==> src/logic/perf_defines.svh <==
`ifndef PERF_DEFINES_SVH
`define PERF_DEFINES_SVH

// number of burst writers sharing the write bus.
`define PERF_NUM_GEN 4

// memory word address and beat width.
`define PERF_ADDR_W 8
`define PERF_DATA_W 32

// each writer owns a region of 2**PERF_REGION_W words.
`define PERF_REGION_W 6

`define PERF_CNT_W 16     // statistics counter width.

`define PERF_MEM_DEPTH 256     // words in the sink memory.

`endif

==> src/logic/perf_pkg.sv <==
`default_nettype none

`include "perf_defines.svh"

package perf_pkg;

  // --------------------------------------------------
  // vector types
  // --------------------------------------------------
  typedef logic [`PERF_ADDR_W-1:0] addr_t;
  typedef logic [`PERF_DATA_W-1:0] data_t;
  typedef logic [`PERF_CNT_W-1:0] cnt_t;
  typedef logic [$clog2(`PERF_NUM_GEN)-1:0] gen_id_t;

  // --------------------------------------------------
  // structs
  // --------------------------------------------------

  // a zero in either count field is run as one.
  typedef struct packed {
    logic [3:0] num_bursts;
    logic [3:0] burst_len;
    logic [7:0] tag;
  } run_cfg_t;

  typedef struct packed {
    addr_t addr;
    data_t data;
    logic  last;     // final beat of a burst.
  } wr_beat_t;

  typedef struct packed {
    cnt_t beats;
    cnt_t busy_cycles;
    cnt_t stall_cycles;
  } run_stats_t;

  // --------------------------------------------------
  // writer FSM
  // --------------------------------------------------
  typedef enum logic [1:0] {
    st_idle,
    st_request,
    st_stream,
    st_done
  } writer_state_e;

endpackage

`default_nettype wire

==> src/logic/write_arbiter.sv <==
`timescale 1ns/1ps
`default_nettype none

`include "perf_defines.svh"

module write_arbiter (
  input  logic                                  clk,
  input  logic                                  arst_n,
  input  logic [`PERF_NUM_GEN-1:0]              bus_req,
  output logic [`PERF_NUM_GEN-1:0]              bus_ack,
  input  perf_pkg::wr_beat_t [`PERF_NUM_GEN-1:0] beat_in,
  input  logic [`PERF_NUM_GEN-1:0]              beat_valid_in,
  output logic [`PERF_NUM_GEN-1:0]              beat_ready_out,
  output perf_pkg::wr_beat_t                    beat,
  output logic                                  beat_valid,
  input  logic                                  beat_ready
);
  import perf_pkg::*;

  localparam int N = `PERF_NUM_GEN;

  gen_id_t rr_ptr;       // most recent owner.
  gen_id_t owner;
  logic    busy;         // the bus is granted to owner.
  gen_id_t next_owner;
  logic    any_req;

  // --------------------------------------------------
  // round-robin pick
  // --------------------------------------------------

  // scan downwards so the writer closest after rr_ptr wins, the last owner comes last.
  always_comb begin
    gen_id_t idx;
    next_owner = rr_ptr;
    any_req    = 1'b0;
    for (int k = N; k >= 1; k--) begin
      idx = rr_ptr + gen_id_t'(k);
      if (bus_req[idx]) begin
        next_owner = idx;
        any_req    = 1'b1;
      end
    end
  end

  always_ff @(posedge clk or negedge arst_n) begin
    if (!arst_n) begin
      busy   <= 1'b0;
      owner  <= '0;
      rr_ptr <= gen_id_t'(N - 1);    // writer 0 is served first.
    end else if (busy) begin
      if (!bus_req[owner]) begin
        busy   <= 1'b0;              // owner is done with its burst.
        rr_ptr <= owner;
      end
    end else if (any_req) begin
      busy  <= 1'b1;
      owner <= next_owner;
    end
  end

  // --------------------------------------------------
  // grant and beat routing
  // --------------------------------------------------
  always_comb begin
    bus_ack        = '0;
    beat_ready_out = '0;
    if (busy) begin
      bus_ack[owner]        = 1'b1;
      beat_ready_out[owner] = beat_ready;
    end
  end

  assign beat       = beat_in[owner];
  assign beat_valid = busy & beat_valid_in[owner];

endmodule

`default_nettype wire

==> config.mk <==
export PLATFORM = sky130hd
export DESIGN_NAME = write_arbiter
export DESIGN_NICKNAME = d
export VERILOG_FILES = /design/src/logic/perf_pkg.sv /design/src/logic/write_arbiter.sv
export VERILOG_INCLUDE_DIRS = /design/src /design/src/logic
export SDC_FILE = /design/constraint.sdc
export NUM_CORES = 1
export LEC_CHECK = 0
export ABC_AREA = 1
export BUFFER_PORTS_ARGS = -buffer_cell sky130_fd_sc_hd__buf_4
export CORE_AREA = 3 3 86 88
export DETAILED_ROUTE_END_ITERATION = 7
export DIE_AREA = 0 0 89 91
export SLEW_MARGIN = 25
export SYNTH_ARGS = -nofsm -noshare
export SYNTH_HDL_FRONTEND = slang
export SYNTH_SLANG_ARGS = --single-unit
==> constraint.sdc <==
create_clock -name clk -period 1.8 [get_ports clk]
set_input_delay 0.36 -clock clk [delete_from_list [all_inputs] [get_ports clk]]
set_output_delay 0.36 -clock clk [all_outputs]
set_load 0.02 [all_outputs]
==> results.toml <==
[timing]
hold_viol_final = 0
period_minus_slack_ns = 1.84
slew_viol_final = 0
fmax_mhz = 545
maxSlewHeadroom_pct = 82.3
worst_pin_slew_ns = 0.266
setup_viol_count_final = 6
setup_slack_ns = -0.0362
final.setup_skew_ns = 0.00525
min_period_over_period_pct = 102
rsz0062_at_grt = "yes"

[logic_synthesis]
synth.most_common_cell = "nand2_1"
synth.area.top_cells = "a22oi_1, nand2_1, nand3_1"
synth-simple-area-share_pct = 39.7
synth-seq-cells = 5
synth_nets = 419
synth_adder_area_share_pct = 0
ys_async_sr_fraction_pct = 100
yosys.area.top_type = "a22oi_1"
synth_top_family_by_area = "compound AO/OA/AOI/OAI gates"
synth_edf_count = 0
muxShareOfSynthArea_pct = 0
synth_ff_type = "dfrtp_1"
ys_top_cells_by_count = "nand2_1, a22oi_1, nand3_1"
synth.top_cell.area_share_pct = 36.8
yosysUniqueCellTypes = 26
yosys_warnings = 0
avgSynthCellArea_um2 = 5.85
synth_xor_area_share_pct = 0
synth-compound-area-share_pct = 40.4
ys_seq_area_share_pct = 8.94
synthesis.area_mm2 = 0.00143
synthCells = 244

[clocking]
cts-root-buf = "clkbuf_8"
cts.sinks = 5
cts_buffer_depth = 2
clkLatencyLatePin_ns = 0.22
cts_buffers = 3
htreeDepth = 1
tritoncts = "done"
clk_pin_slew_ns = 0.04

[placement]
post-place-ws_ns = 0.0759
place_hpwl_um = 7510
place_area_mm2 = 0.00327
dp.cells = 541
routabilityCongestion = 0.923
portBuffers = 224

[floorplanning]
core_area_mm2 = 0.00672
die_h_um = 91
ios = 225
die_w_um = 89
num_rows = 30
dieArea_mm2 = 0.00810
start_util_pct = 21.2

[layout]
drive_gt1_share_pct = 60.8
seq_area_um2 = 130
fin_cells = 552
final_util_pct = 53.6
area_growth_pct = 152
design_area_mm2 = 0.00360
fillers = 674
final_nets = 648
multi_input_area_mm2 = 0.00126
antenna_cells = 0

[global_routing]
grt_overflow = 0
grt_max_degree = 27
grt.total_usage_pct = 20.0
antenna_found_initial = 0
grt_pass1_vias = 2590
grt_pass1_wl_um = 13000

[power_and_ir_drop]
clock_power_share_pct = 3.5
p_leak_nw = 1.89
p_sw_mw = 3.12
p_per_area_mw_per_mm2 = 1640
comb_power_share_pct = 91.3
p_int_mw = 2.81
switching_share_pct = 52.6
seq_power_share_pct = 5.2
vdd_ir_drop_max_mv = 1.20

[drt]
via_per_inst = 4.92
first_iter_violations = 119
first_pass_iters = 5
drc = 0
wl_um = 9450
via_count = 2717
ant_nets = 0
wl_per_cell_um = 17.1

[critical_path]
worstSetupPathType = "flop to output port"
cp.required_ns = 1.44
end_kind = "output port"
worstPathMaxFanout = 19
arrival_ns = 1.48
start_kind = "flop"

[status]
violations = "negative setup slack"
status = "finished, violations left"

[job]
drv_cap = 0

[hold_path]
hold_class = "primary input to asynchronous set/reset pin"
[power by group through the flow]
stage	Clock, mW	Combinational [mW]	Sequential, mW
6_report	0.206	5.41	0.310
5_1_grt	0.228	5.78	0.317
4_1_cts	0.212	4.94	0.298
3_5_place_dp	0	4.82	0.290
3_3_place_gp	0	4.81	0.284
2_1_floorplan	0	2.78	0.241
[cell usage in the layout (no fill, tap or decap), types with 2 or more instances in the layout]
cell,count
dfrtp_2,2
a22oi_1,57
nand3_2,5
nand3_1,13
o21ai_1,3
nor2_4,3
nor2_1,3
nand2_2,2
a22oi_2,13
nand2_1,90
buf_12,8
nor2_2,2
inv_1,9
inv_4,4
buf_4,218
o21ai_2,2
dfstp_2,2
nor3_1,2
nand2_4,3
clkbuf_8,3
buf_6,13
[timing repair]
| item | in CTS | in global routing |
|---|---|---|
| resized for setup | 12 | 40 |
| pin swaps | 1 | 3 |
| buffers inserted | 1 | 4 |
| gates cloned | 0 | 1 |
| endpoints found under the setup margin | 42 | 45 |
| hold buffers | 1 | 0 |
| hold endpoints to repair | 3 | 0 |
[path summary, 6_finish.rpt]
kind,startpoint,slack [ns],depth (start not counted),end
setup reg to reg,rr_ptr[0]$_DFFE_PN1P_,0.27,8,owner[0]$_DFFE_PN0P_
min in group clk,bus_req[1],0.51,4,rr_ptr[1]$_DFFE_PN1P_
hold reg to reg,rr_ptr[1]$_DFFE_PN1P_,0.52,2,rr_ptr[1]$_DFFE_PN1P_
hold / removal,arst_n,0.47,2,owner[1]$_DFFE_PN0P_
max in group asynchronous,arst_n,1.13,2,rr_ptr[1]$_DFFE_PN1P_
setup / recovery,owner[1]$_DFFE_PN0P_,-0.04,6,beat[14]
[worst max-delay path: stages (launching register included)]
cell and delay (ns):
dfrtp_2 0.47, nand2_2 0.12, inv_4 0.05, buf_12 0.14, a22oi_1 0.21, nand2_1 0.08, buf_4 0.16
[layout make-up]
| class | count | share of cell area [%] |
|---|---|---|
| clock buffers | 4 | 1.25 |
| inverters | 16 | 2.43 |
| multi-input cells | 206 | 35.0 |
| flip-flops and latches | 5 | 3.61 |
| well taps | 80 | 2.78 |
| repair buffers | 241 | 54.9 |
[through the flow]
step           total power [mW]  TNS, ns  hold slack, ns
6_report                   5.92   -0.101           0.468
4_1_cts                    5.45   -0.202           0.468
2_1_floorplan              3.02        0          0.0644
5_1_grt                    6.32    -1.71           0.482
3_5_place_dp               5.11        0           0.164
3_3_place_gp               5.09        0           0.164
[layer usage]
metal / vias to the layer above / track usage [%] / wire (um)
met4: 0 / 4.09 / 223
met3: 20 / 3.81 / 831
met1: 1228 / 23.9 / 3530
li1: 1336 / - / -
met5: - / 0 / 0
met2: 133 / 36.1 / 4870
[flip-flops by register name, indices dropped and copies added, names as in the netlist]
register	count
busy	1
owner	2
rr_ptr	2
[cell families after synthesis]
kind of cell	count (synthesis)
buffers and inverters	33
AO/OA/AOI/OAI	78
flip-flops	5
AND/OR/NAND/NOR	128
Note: power is estimated with default switching activity, not from simulation.
