**config.mk**
```make
export PLATFORM = sky130hd
export DESIGN_NAME = burst_writer
export DESIGN_NICKNAME = d
export VERILOG_FILES = /design/src/logic/perf_pkg.sv /design/src/logic/burst_writer.sv
export VERILOG_INCLUDE_DIRS = /design/src /design/src/logic
export SDC_FILE = /design/constraint.sdc
export NUM_CORES = 1
export LEC_CHECK = 0
export BUFFER_PORTS_ARGS = -buffer_cell sky130_fd_sc_hd__buf_2
export CAP_MARGIN = 15
export CORE_MARGIN = 10
export CORE_UTILIZATION = 35
export CTS_CLUSTER_DIAMETER = 80
export DETAILED_ROUTE_END_ITERATION = 8
export PLACE_DENSITY = 0.57
export SLEW_MARGIN = 0
export SYNTH_ARGS = -nofsm -noshare
export SYNTH_HDL_FRONTEND = slang
export SYNTH_SLANG_ARGS = --single-unit
```
**constraint.sdc**
```tcl
create_clock -name clk -period 2.1 [get_ports clk]
set_clock_uncertainty 0.1 [all_clocks]
set_input_delay 0.42 -clock clk [delete_from_list [all_inputs] [get_ports clk]]
set_output_delay 0.42 -clock clk [all_outputs]
set_load 0.01 [all_outputs]
```
**src/logic/perf_defines.svh**
```systemverilog
`ifndef PERF_DEFINES_SVH
`define PERF_DEFINES_SVH

// number of burst writers sharing the write bus.
`define PERF_NUM_GEN 4

// memory word address and beat width.
`define PERF_ADDR_W 8
`define PERF_DATA_W 32

// each writer owns a region of 2**PERF_REGION_W words.
`define PERF_REGION_W 6

`define PERF_CNT_W 16     // statistics counter width.

`define PERF_MEM_DEPTH 256     // words in the sink memory.

`endif

```
**src/logic/perf_pkg.sv**
```systemverilog
`default_nettype none

`include "perf_defines.svh"

package perf_pkg;

  // --------------------------------------------------
  // vector types
  // --------------------------------------------------
  typedef logic [`PERF_ADDR_W-1:0] addr_t;
  typedef logic [`PERF_DATA_W-1:0] data_t;
  typedef logic [`PERF_CNT_W-1:0] cnt_t;
  typedef logic [$clog2(`PERF_NUM_GEN)-1:0] gen_id_t;

  // --------------------------------------------------
  // structs
  // --------------------------------------------------

  // a zero in either count field is run as one.
  typedef struct packed {
    logic [3:0] num_bursts;
    logic [3:0] burst_len;
    logic [7:0] tag;
  } run_cfg_t;

  typedef struct packed {
    addr_t addr;
    data_t data;
    logic  last;     // final beat of a burst.
  } wr_beat_t;

  typedef struct packed {
    cnt_t beats;
    cnt_t busy_cycles;
    cnt_t stall_cycles;
  } run_stats_t;

  // --------------------------------------------------
  // writer FSM
  // --------------------------------------------------
  typedef enum logic [1:0] {
    st_idle,
    st_request,
    st_stream,
    st_done
  } writer_state_e;

endpackage

`default_nettype wire

```
**src/logic/burst_writer.sv**
```systemverilog
`timescale 1ns/1ps
`default_nettype none

`include "perf_defines.svh"

module burst_writer #(
  parameter int GEN_ID = 0
) (
  input  logic                 clk,
  input  logic                 arst_n,
  input  logic                 start_req,
  input  perf_pkg::run_cfg_t   cfg,
  output logic                 start_ack,
  output perf_pkg::run_stats_t stats,
  output logic                 bus_req,
  input  logic                 bus_ack,
  output perf_pkg::wr_beat_t   beat,
  output logic                 beat_valid,
  input  logic                 beat_ready
);
  import perf_pkg::*;

  localparam gen_id_t ID = gen_id_t'(GEN_ID);

  writer_state_e             state;
  run_cfg_t                  run_cfg;     // latched at start, lengths of zero raised to one.
  logic [3:0]                beat_idx;    // beat within the current burst.
  logic [3:0]                burst_idx;   // bursts finished so far.
  logic                      accept;
  logic                      last_beat;
  logic                      last_burst;
  logic [`PERF_REGION_W-1:0] offset;

  assign accept     = beat_valid & beat_ready;
  assign last_beat  = beat_idx == run_cfg.burst_len - 4'd1;
  assign last_burst = burst_idx == run_cfg.num_bursts - 4'd1;

  // the running offset is the number of beats already written in this run.
  assign offset = stats.beats[`PERF_REGION_W-1:0];

  // --------------------------------------------------
  // beat and handshake outputs
  // --------------------------------------------------
  assign start_ack  = state == st_done;
  assign beat_valid = state == st_stream;

  assign beat.addr = {ID, offset};     // region base plus offset, wrapping in the region.
  assign beat.data = {run_cfg.tag, 8'(ID), stats.beats};
  assign beat.last = last_beat;

  // --------------------------------------------------
  // FSM and statistics
  // --------------------------------------------------
  always_ff @(posedge clk or negedge arst_n) begin
    if (!arst_n) begin
      state     <= st_idle;
      run_cfg   <= '0;
      beat_idx  <= '0;
      burst_idx <= '0;
      bus_req   <= 1'b0;
      stats     <= '0;
    end else begin
      case (state)
        st_idle: begin
          if (start_req) begin
            run_cfg.tag        <= cfg.tag;
            run_cfg.burst_len  <= (cfg.burst_len == 4'd0) ? 4'd1 : cfg.burst_len;
            run_cfg.num_bursts <= (cfg.num_bursts == 4'd0) ? 4'd1 : cfg.num_bursts;
            beat_idx           <= '0;
            burst_idx          <= '0;
            stats              <= '0;
            state              <= st_request;
          end
        end

        st_request: begin
          stats.busy_cycles <= stats.busy_cycles + 1'b1;
          // the grant of the previous burst has to be withdrawn before asking again.
          if (!bus_req && !bus_ack) begin
            bus_req <= 1'b1;
          end
          if (bus_req && bus_ack) begin
            state <= st_stream;
          end
        end

        st_stream: begin
          stats.busy_cycles <= stats.busy_cycles + 1'b1;
          if (accept) begin
            stats.beats <= stats.beats + 1'b1;
            beat_idx    <= beat_idx + 4'd1;
            if (last_beat) begin
              bus_req   <= 1'b0;
              beat_idx  <= '0;
              burst_idx <= burst_idx + 4'd1;
              state     <= last_burst ? st_done : st_request;
            end
          end else begin
            stats.stall_cycles <= stats.stall_cycles + 1'b1;   // held beat under back-pressure.
          end
        end

        st_done: begin
          if (!start_req) begin
            state <= st_idle;
          end
        end

        default: state <= st_idle;
      endcase
    end
  end

endmodule

`default_nettype wire

```
==> metrics.txt, run 1 <==
power per cell area 1156 mW/mm2; setup repair after global routing missed its margin true; final count of negative-setup-slack endpoints 1; register bit total from synthesis 75; highest net fanout along the worst path 2; total vias in the final route roughly 3300; cell type contributing the most total cell area after synthesis dfrtp_1; combined flip-flop and latch cell area between 0.0015 and 0.002 mm2; most used flip-flop cell after synthesis dfrtp_1; startpoint types flop; total negative slack for setup checks -0.09209 ns; die footprint between 0.015 and 0.02 mm2; routed vias/inst just under 5; maximum number of pins on one net before global-route repair 43; first-pass GRT wire length approximately 17 mm; highest-delay cell along the critical path dfrtp_1; number of violations reported at the end of detailed-routing iteration 0 194; final wirelength about 10 mm; area used by multi-input combinational logic about 0.002 mm2; Min-Delay Path Class in2reg; die outline width between 100 and 150 um; post-detailed-route DRC marker count 0; antenna violations before repair 1; worst-case vdd ir drop 0.5372 mV; clock latency on the worst-skew pair between 0.3 and 0.4 ns; detail-routed net length per standard cell between 10 and 15 um; number of fillers in the final layout between 1000 and 1500; post-synthesis to final-layout area growth 22.00%; total global routing track utilization 12.25%; fraction of synthesized cell area taken by the top area cell type 44.18%; DP HPWL around 7.5 mm; count of max-cap constraint violations 0; post-layout net count approximately 550; async set-or-reset flop fraction in the synthesized netlist 100.0%; clock sink count 75; Post-Synthesis Cell Area around 0.0042 mm2; count of flip-flops with a built-in enable after synthesis 0; number of pins exceeding their max-slew limit in the final report 0; worst setup margin -0.09209 ns; Post-Syn Instances 430; Final Hold Fails 0; IO Pins around 110; cell total after placement between 600 and 700; sequence of cells on the critical path inv_2 -> ha_4 -> xor2_2 -> nand3_2 -> or2_4 -> inv_4 -> buf_6; hold_ws 0.2031 ns; required time at the worst-slack endpoint 1.58 ns; Pre-Repair DR Iteration Count 4; Yosys cell types 51; mean post-synth cell area ~9.9 um2; Initial Utilization 35.51%; min Tclk post-route about 2.2 ns; largest incremental delay on the critical path between 0.3 and 0.4 ns; number of buffers added on ports just over 100; power consumption about 6 mW; portion of the post-synthesis area used by sequential elements approximately 44%; Crit path arrival time around 1.7 ns; Max Fclk ~460 MHz; share of the clock period used by the worst path after layout 104.4%; violations in the final reports negative setup slack; Longest Clk Path Bufs 2; Clock Root Buffer clkbuf_16; total CTS buffers 9; Core Region 0.01196 mm2; proportion of layout cells with a drive suffix above 1 35.24%; final global-route overflow total 0; number of placement rows 40; filler-free cell count of the finished design a little under 700; sort of element at the end of the critical path output pin; most common cell after layout, fill and taps aside buf_2; Routed Antenna Nets 0; clock tree from TritonCTS done; CTS HTree Levels 3; Leakage Power around 2.5 nW; global placer's final weighted congestion about 0.80; count of yosys warnings during synthesis 0; biggest area contributors in the synthesized netlist dfrtp_1 (44%), buf_4 (7.2%), xnor2_1 (5.4%), mux2_2 (4.5%), nor2_1 (4.2%); most frequent cells in the layout buf_2 (100), dfrtp_1 (75), nor2_1 (47); die boundary height approximately 130 um; vias in the first global route around 3300; CTS clk-pin slew, worst paths approximately 0.06 ns; worst setup path category reg2out; run status complete, but fails checks
## state kept, by name (all words and copies together) (netlist names)
register   count
beat_idx       4
stats         32
run_cfg        8
bus_req        1
state          2
burst_idx      4
beat          24
## final timing paths
check	startpoint	to	slack, ns	cells past startpoint
max in group asynchronous	arst_n	stats[7]	0.99	3
min reg2reg	beat[32]	beat[32]	0.40	1
max reg2reg	state[1]	beat_idx[2]	0.13	7
min in group asynchronous	arst_n	beat[9]	0.39	2
max	run_cfg[8]	beat[0]	-0.09	7
min	cfg[1]	beat[26]	0.20	2
## kinds of logic (layout without fill, tap and decap cells)
family / Yosys count / after routing / share of synthesized area (%)
adder cells (fa/ha/maj): 11 / 11 / 3.240
multiplexers: 20 / 20 / 5.302
buffers and inverters: 70 / 156 / 10.28
flip-flops: 75 / 75 / 44.18
AND/OR/NAND/NOR: 157 / 157 / 19.65
other: 1 / 11 / 0.08828
AO/OA/AOI/OAI: 50 / 50 / 7.452
XOR/XNOR: 46 / 46 / 9.809
## cell usage after synthesis, drive strengths merged, types with 2 or more instances
master and instances:
nand4 11, a32o 2, mux2 17, o211ai 2, nor2 48, xor2 19, mux2i 3, o21a 2
o21ai 17, dfrtp 75, clkbuf 9, nand2 34, ha 11, inv 15, nor2b 2, a22oi 2
a32oi 2, nor3 21, or3 5, nor4 9, buf 46, a31oi 3, nand3 18, a21oi 12
a22o 2, xnor2 26, and3 2, and4 3
## critical path: cells and delay by family, from the launching register on
kind,cells,cell delay (ns)
XOR/XNOR,1,0.16
flip-flops,1,0.39
AND/OR/NAND/NOR,2,0.35
adder cells (fa/ha/maj),1,0.20
buffers and inverters,3,0.23
## metal layers
layer  up-vias  share of wire (%)  wire [um]  track usage [%]
li1       1612                  -          -                -
met1      1598                 44       4405            14.95
met2        83                 47       4707            18.98
met3        10                7.6        769            4.016
met4         0                2.0        206            6.151
met5         -                  0          0                0
## area by class of cell
class                   instances  share of cell area (%)
repair buffers                125                   14.20
clock buffers                  12                   4.949
inverters                      15                   1.135
well taps                     147                   3.549
clock inverters                 4                  0.4829
diodes                          1                 0.04829
multi-input cells             294                   39.43
flip-flops and latches         75                   36.21
## power breakdown
group	leakage [nW]	switching (mW)	internal (mW)
sequential	0.993	0.305	1.75
clock	0.135	0.603	0.860
combinational	1.34	1.29	1.19
## timing repair
action                                  4_1_cts  5_1_grt
resized for setup                             7       10
hold endpoints to repair                     14        0
pin swaps                                     4        4
hold buffers                                  1        0
endpoints found under the setup margin       12       15
buffers inserted                              4        2
## through the flow
step | utilization [%] | area (um2) | setup WS (ns)
4_1_cts | 42.71 | 5109 | -0.1429
3_3_place_gp | 39.78 | 4758 | 0.03264
6_report | 43.33 | 5182 | -0.09209
5_1_grt | 43.31 | 5180 | -0.1882
2_1_floorplan | - | 4282 | 0.03316
3_5_place_dp | 39.78 | 4758 | -0.07270
(Power assumes the default switching activity.)
==> run 2: changes to the inputs <==
--- a/config.mk
+++ b/config.mk
@@ -7,12 +7,13 @@
 export NUM_CORES = 1
 export LEC_CHECK = 0
 export BUFFER_PORTS_ARGS = -buffer_cell sky130_fd_sc_hd__buf_2
-export CAP_MARGIN = 15
+export CAP_MARGIN = 5
+export CORE_ASPECT_RATIO = 0.5
 export CORE_MARGIN = 10
 export CORE_UTILIZATION = 35
 export CTS_CLUSTER_DIAMETER = 80
 export DETAILED_ROUTE_END_ITERATION = 8
-export PLACE_DENSITY = 0.57
+export PLACE_DENSITY = 0.55
 export SLEW_MARGIN = 0
 export SYNTH_ARGS = -nofsm -noshare
 export SYNTH_HDL_FRONTEND = slang
==> constraint.sdc (replaced) <==
create_clock -name clk -period 2.7 [get_ports clk]
set_clock_uncertainty 0.1 [all_clocks]
set_input_delay 0.54 -clock clk [delete_from_list [all_inputs] [get_ports clk]]
set_output_delay 0.54 -clock clk [all_outputs]
set_load 0.01 [all_outputs]
==> metrics.txt, run 2 (synthesized netlist as in run 1, its figures left out) <==
run status complete, no violations; die boundary height between 90 and 100 um; Worst slew margin a little under half; antenna violations before repair 3; required time at the worst-slack endpoint ~2.1 ns; power share of the combinational group between 30 and 40%; sequence of cells on the critical path inv_1 -> ha_1 -> xnor3_1 -> nand3_1 -> or2_4 -> inv_2 -> buf_2; share of the clock period used by the worst path after layout between 90% and 100%; number of flip-flops under the largest register name 32; hold_ws 0.06579 ns; maximum number of pins on one net before global-route repair 35; Internal Pwr Total approximately 2.8 mW; proportion of power drawn by the clock network between 20% and 30%; filler-free cell count of the finished design roughly 680; total vias in the final route 3204; Final Hold Fails 0; number of violations reported at the end of detailed-routing iteration 0 82; Core Region between 0.01 and 0.015 mm2; clock latency on the worst-skew pair ~0.33 ns; total negative slack for setup checks 0 ns; highest net fanout along the worst path 6; slew at the pin closest to its max-slew limit between 0.8 and 0.9 ns; DP HPWL 7.313 mm; post-detailed-route DRC marker count 0; setup bufs post-CTS 0; first-pass GRT wire length 16.35 mm; Clock Root Buffer clkbuf_16; count of max-cap constraint violations 0; Post-Place Cell Area 0.004691 mm2; CTS HTree Levels 3; total global routing track utilization between 10% and 20%; switching power share of the total about 36%; sort of element at the end of the critical path output pin; Min-Delay Path Class in2async; detail-routed net length per standard cell 14.51 um; worst slack at placement approximately 0.41 ns; final count of negative-setup-slack endpoints 0; routed vias/inst roughly 4.7; register ranked first by flip-flop count stats; Crit path arrival time 1.92 ns; global placer's final weighted congestion between 0.7 and 0.8; Seq pwr share between 30% and 40%; post-synthesis to final-layout area growth 17.56%; final wirelength 9.841 mm; cell total after placement 660; proportion of layout cells with a drive suffix above 1 a little under a third; min Tclk post-route about 2.6 ns; worst-case vdd ir drop between 0.4 and 0.5 mV; highest-delay cell along the critical path dfrtp_1; die outline width 175.8 um; final global-route overflow total 0; final design instance area without fill ~0.005 mm2; die footprint around 0.017 mm2; setup repair after global routing missed its margin false; most frequent cells in the layout buf_2 (101), dfrtp_1 (75), nor2_1 (47); Initial Utilization between 30% and 40%; register-to-register setup slack 0.42 ns; post-layout net count between 500 and 600; worst setup margin around 0.14 ns; clock tree from TritonCTS done; CTS clk-pin slew, worst paths ~0.050 ns; number of buffers added on ports just over 100; power per cell area around 880 mW/mm2; most common cell after layout, fill and taps aside buf_2; IO Pins between 100 and 150; Leakage Power about 2.4 nW; largest incremental delay on the critical path about 0.38 ns; worst setup path category reg2out; power consumption 4.392 mW; Pre-Repair DR Iteration Count 4; Routed Antenna Nets 0; startpoint types flop; clock sink count 75; Max Fclk 390.1 MHz; vias in the first global route about 3100; Longest Clk Path Bufs 2; number of pins exceeding their max-slew limit in the final report 0; net switching power of the design 1.597 mW; number of placement rows 28; post-layout util ~42%; total CTS buffers 9
run 2: path summary, 6_finish.rpt:
check / from / endpoint / depth (start not counted)
min: arst_n / run_cfg[10] / 1
min in group clk: cfg[7] / beat[32] / 2
max in group asynchronous: arst_n / stats[27] / 2
max: run_cfg[8] / beat[0] / 7
min reg2reg: beat[27] / beat[27] / 1
max reg2reg: state[0] / beat[16] / 7
run 2: timing repair:
| item | 4_1_cts | 5_1_grt |
|---|---|---|
| endpoints found under the setup margin | 0 | 1 |
| hold buffers | 0 | 0 |
| resized for setup | 0 | 1 |
run 2: cell type report:
type / count / area, um2
Sequential cell: 75 / 1877
Multi-Input combinational cell: 294 / 1973
Clock inverter: 5 / 52.55
Tap cell: 165 / 206.4
Antenna cell: 2 / 5.005
Inverter: 15 / 56.30
Timing Repair Buffer: 111 / 580.6
Clock buffer: 11 / 242.7
Fill cell: 1230 / 6848
run 2: metal layers:
| layer | routed length (um) | GRT usage, % | part of all wire, % |
|---|---|---|---|
| met3 | 723 | 5.227 | 7.3 |
| met4 | 76 | 3.044 | 0.77 |
| met5 | 20 | 0 | 0.20 |
| met1 | 4627 | 14.49 | 47 |
| met2 | 4394 | 17.49 | 45 |
run 2: critical path, delay by kind of cell, from the launching register on:
family,cells,cell delay [ns]
flops,1,0.38
simple gates,2,0.38
xor+xnor,1,0.35
buf+inv,3,0.29
fa+ha+maj,1,0.20
run 2: power by group through the flow:
stage	sequential [mW]	combinational [mW]	clock, mW
2_1_floorplan	1.59	1.29	0
3_3_place_gp	1.61	1.59	0
3_5_place_dp	1.61	1.61	0
4_1_cts	1.59	1.61	1.25
5_1_grt	1.63	1.79	1.30
6_report	1.59	1.60	1.21
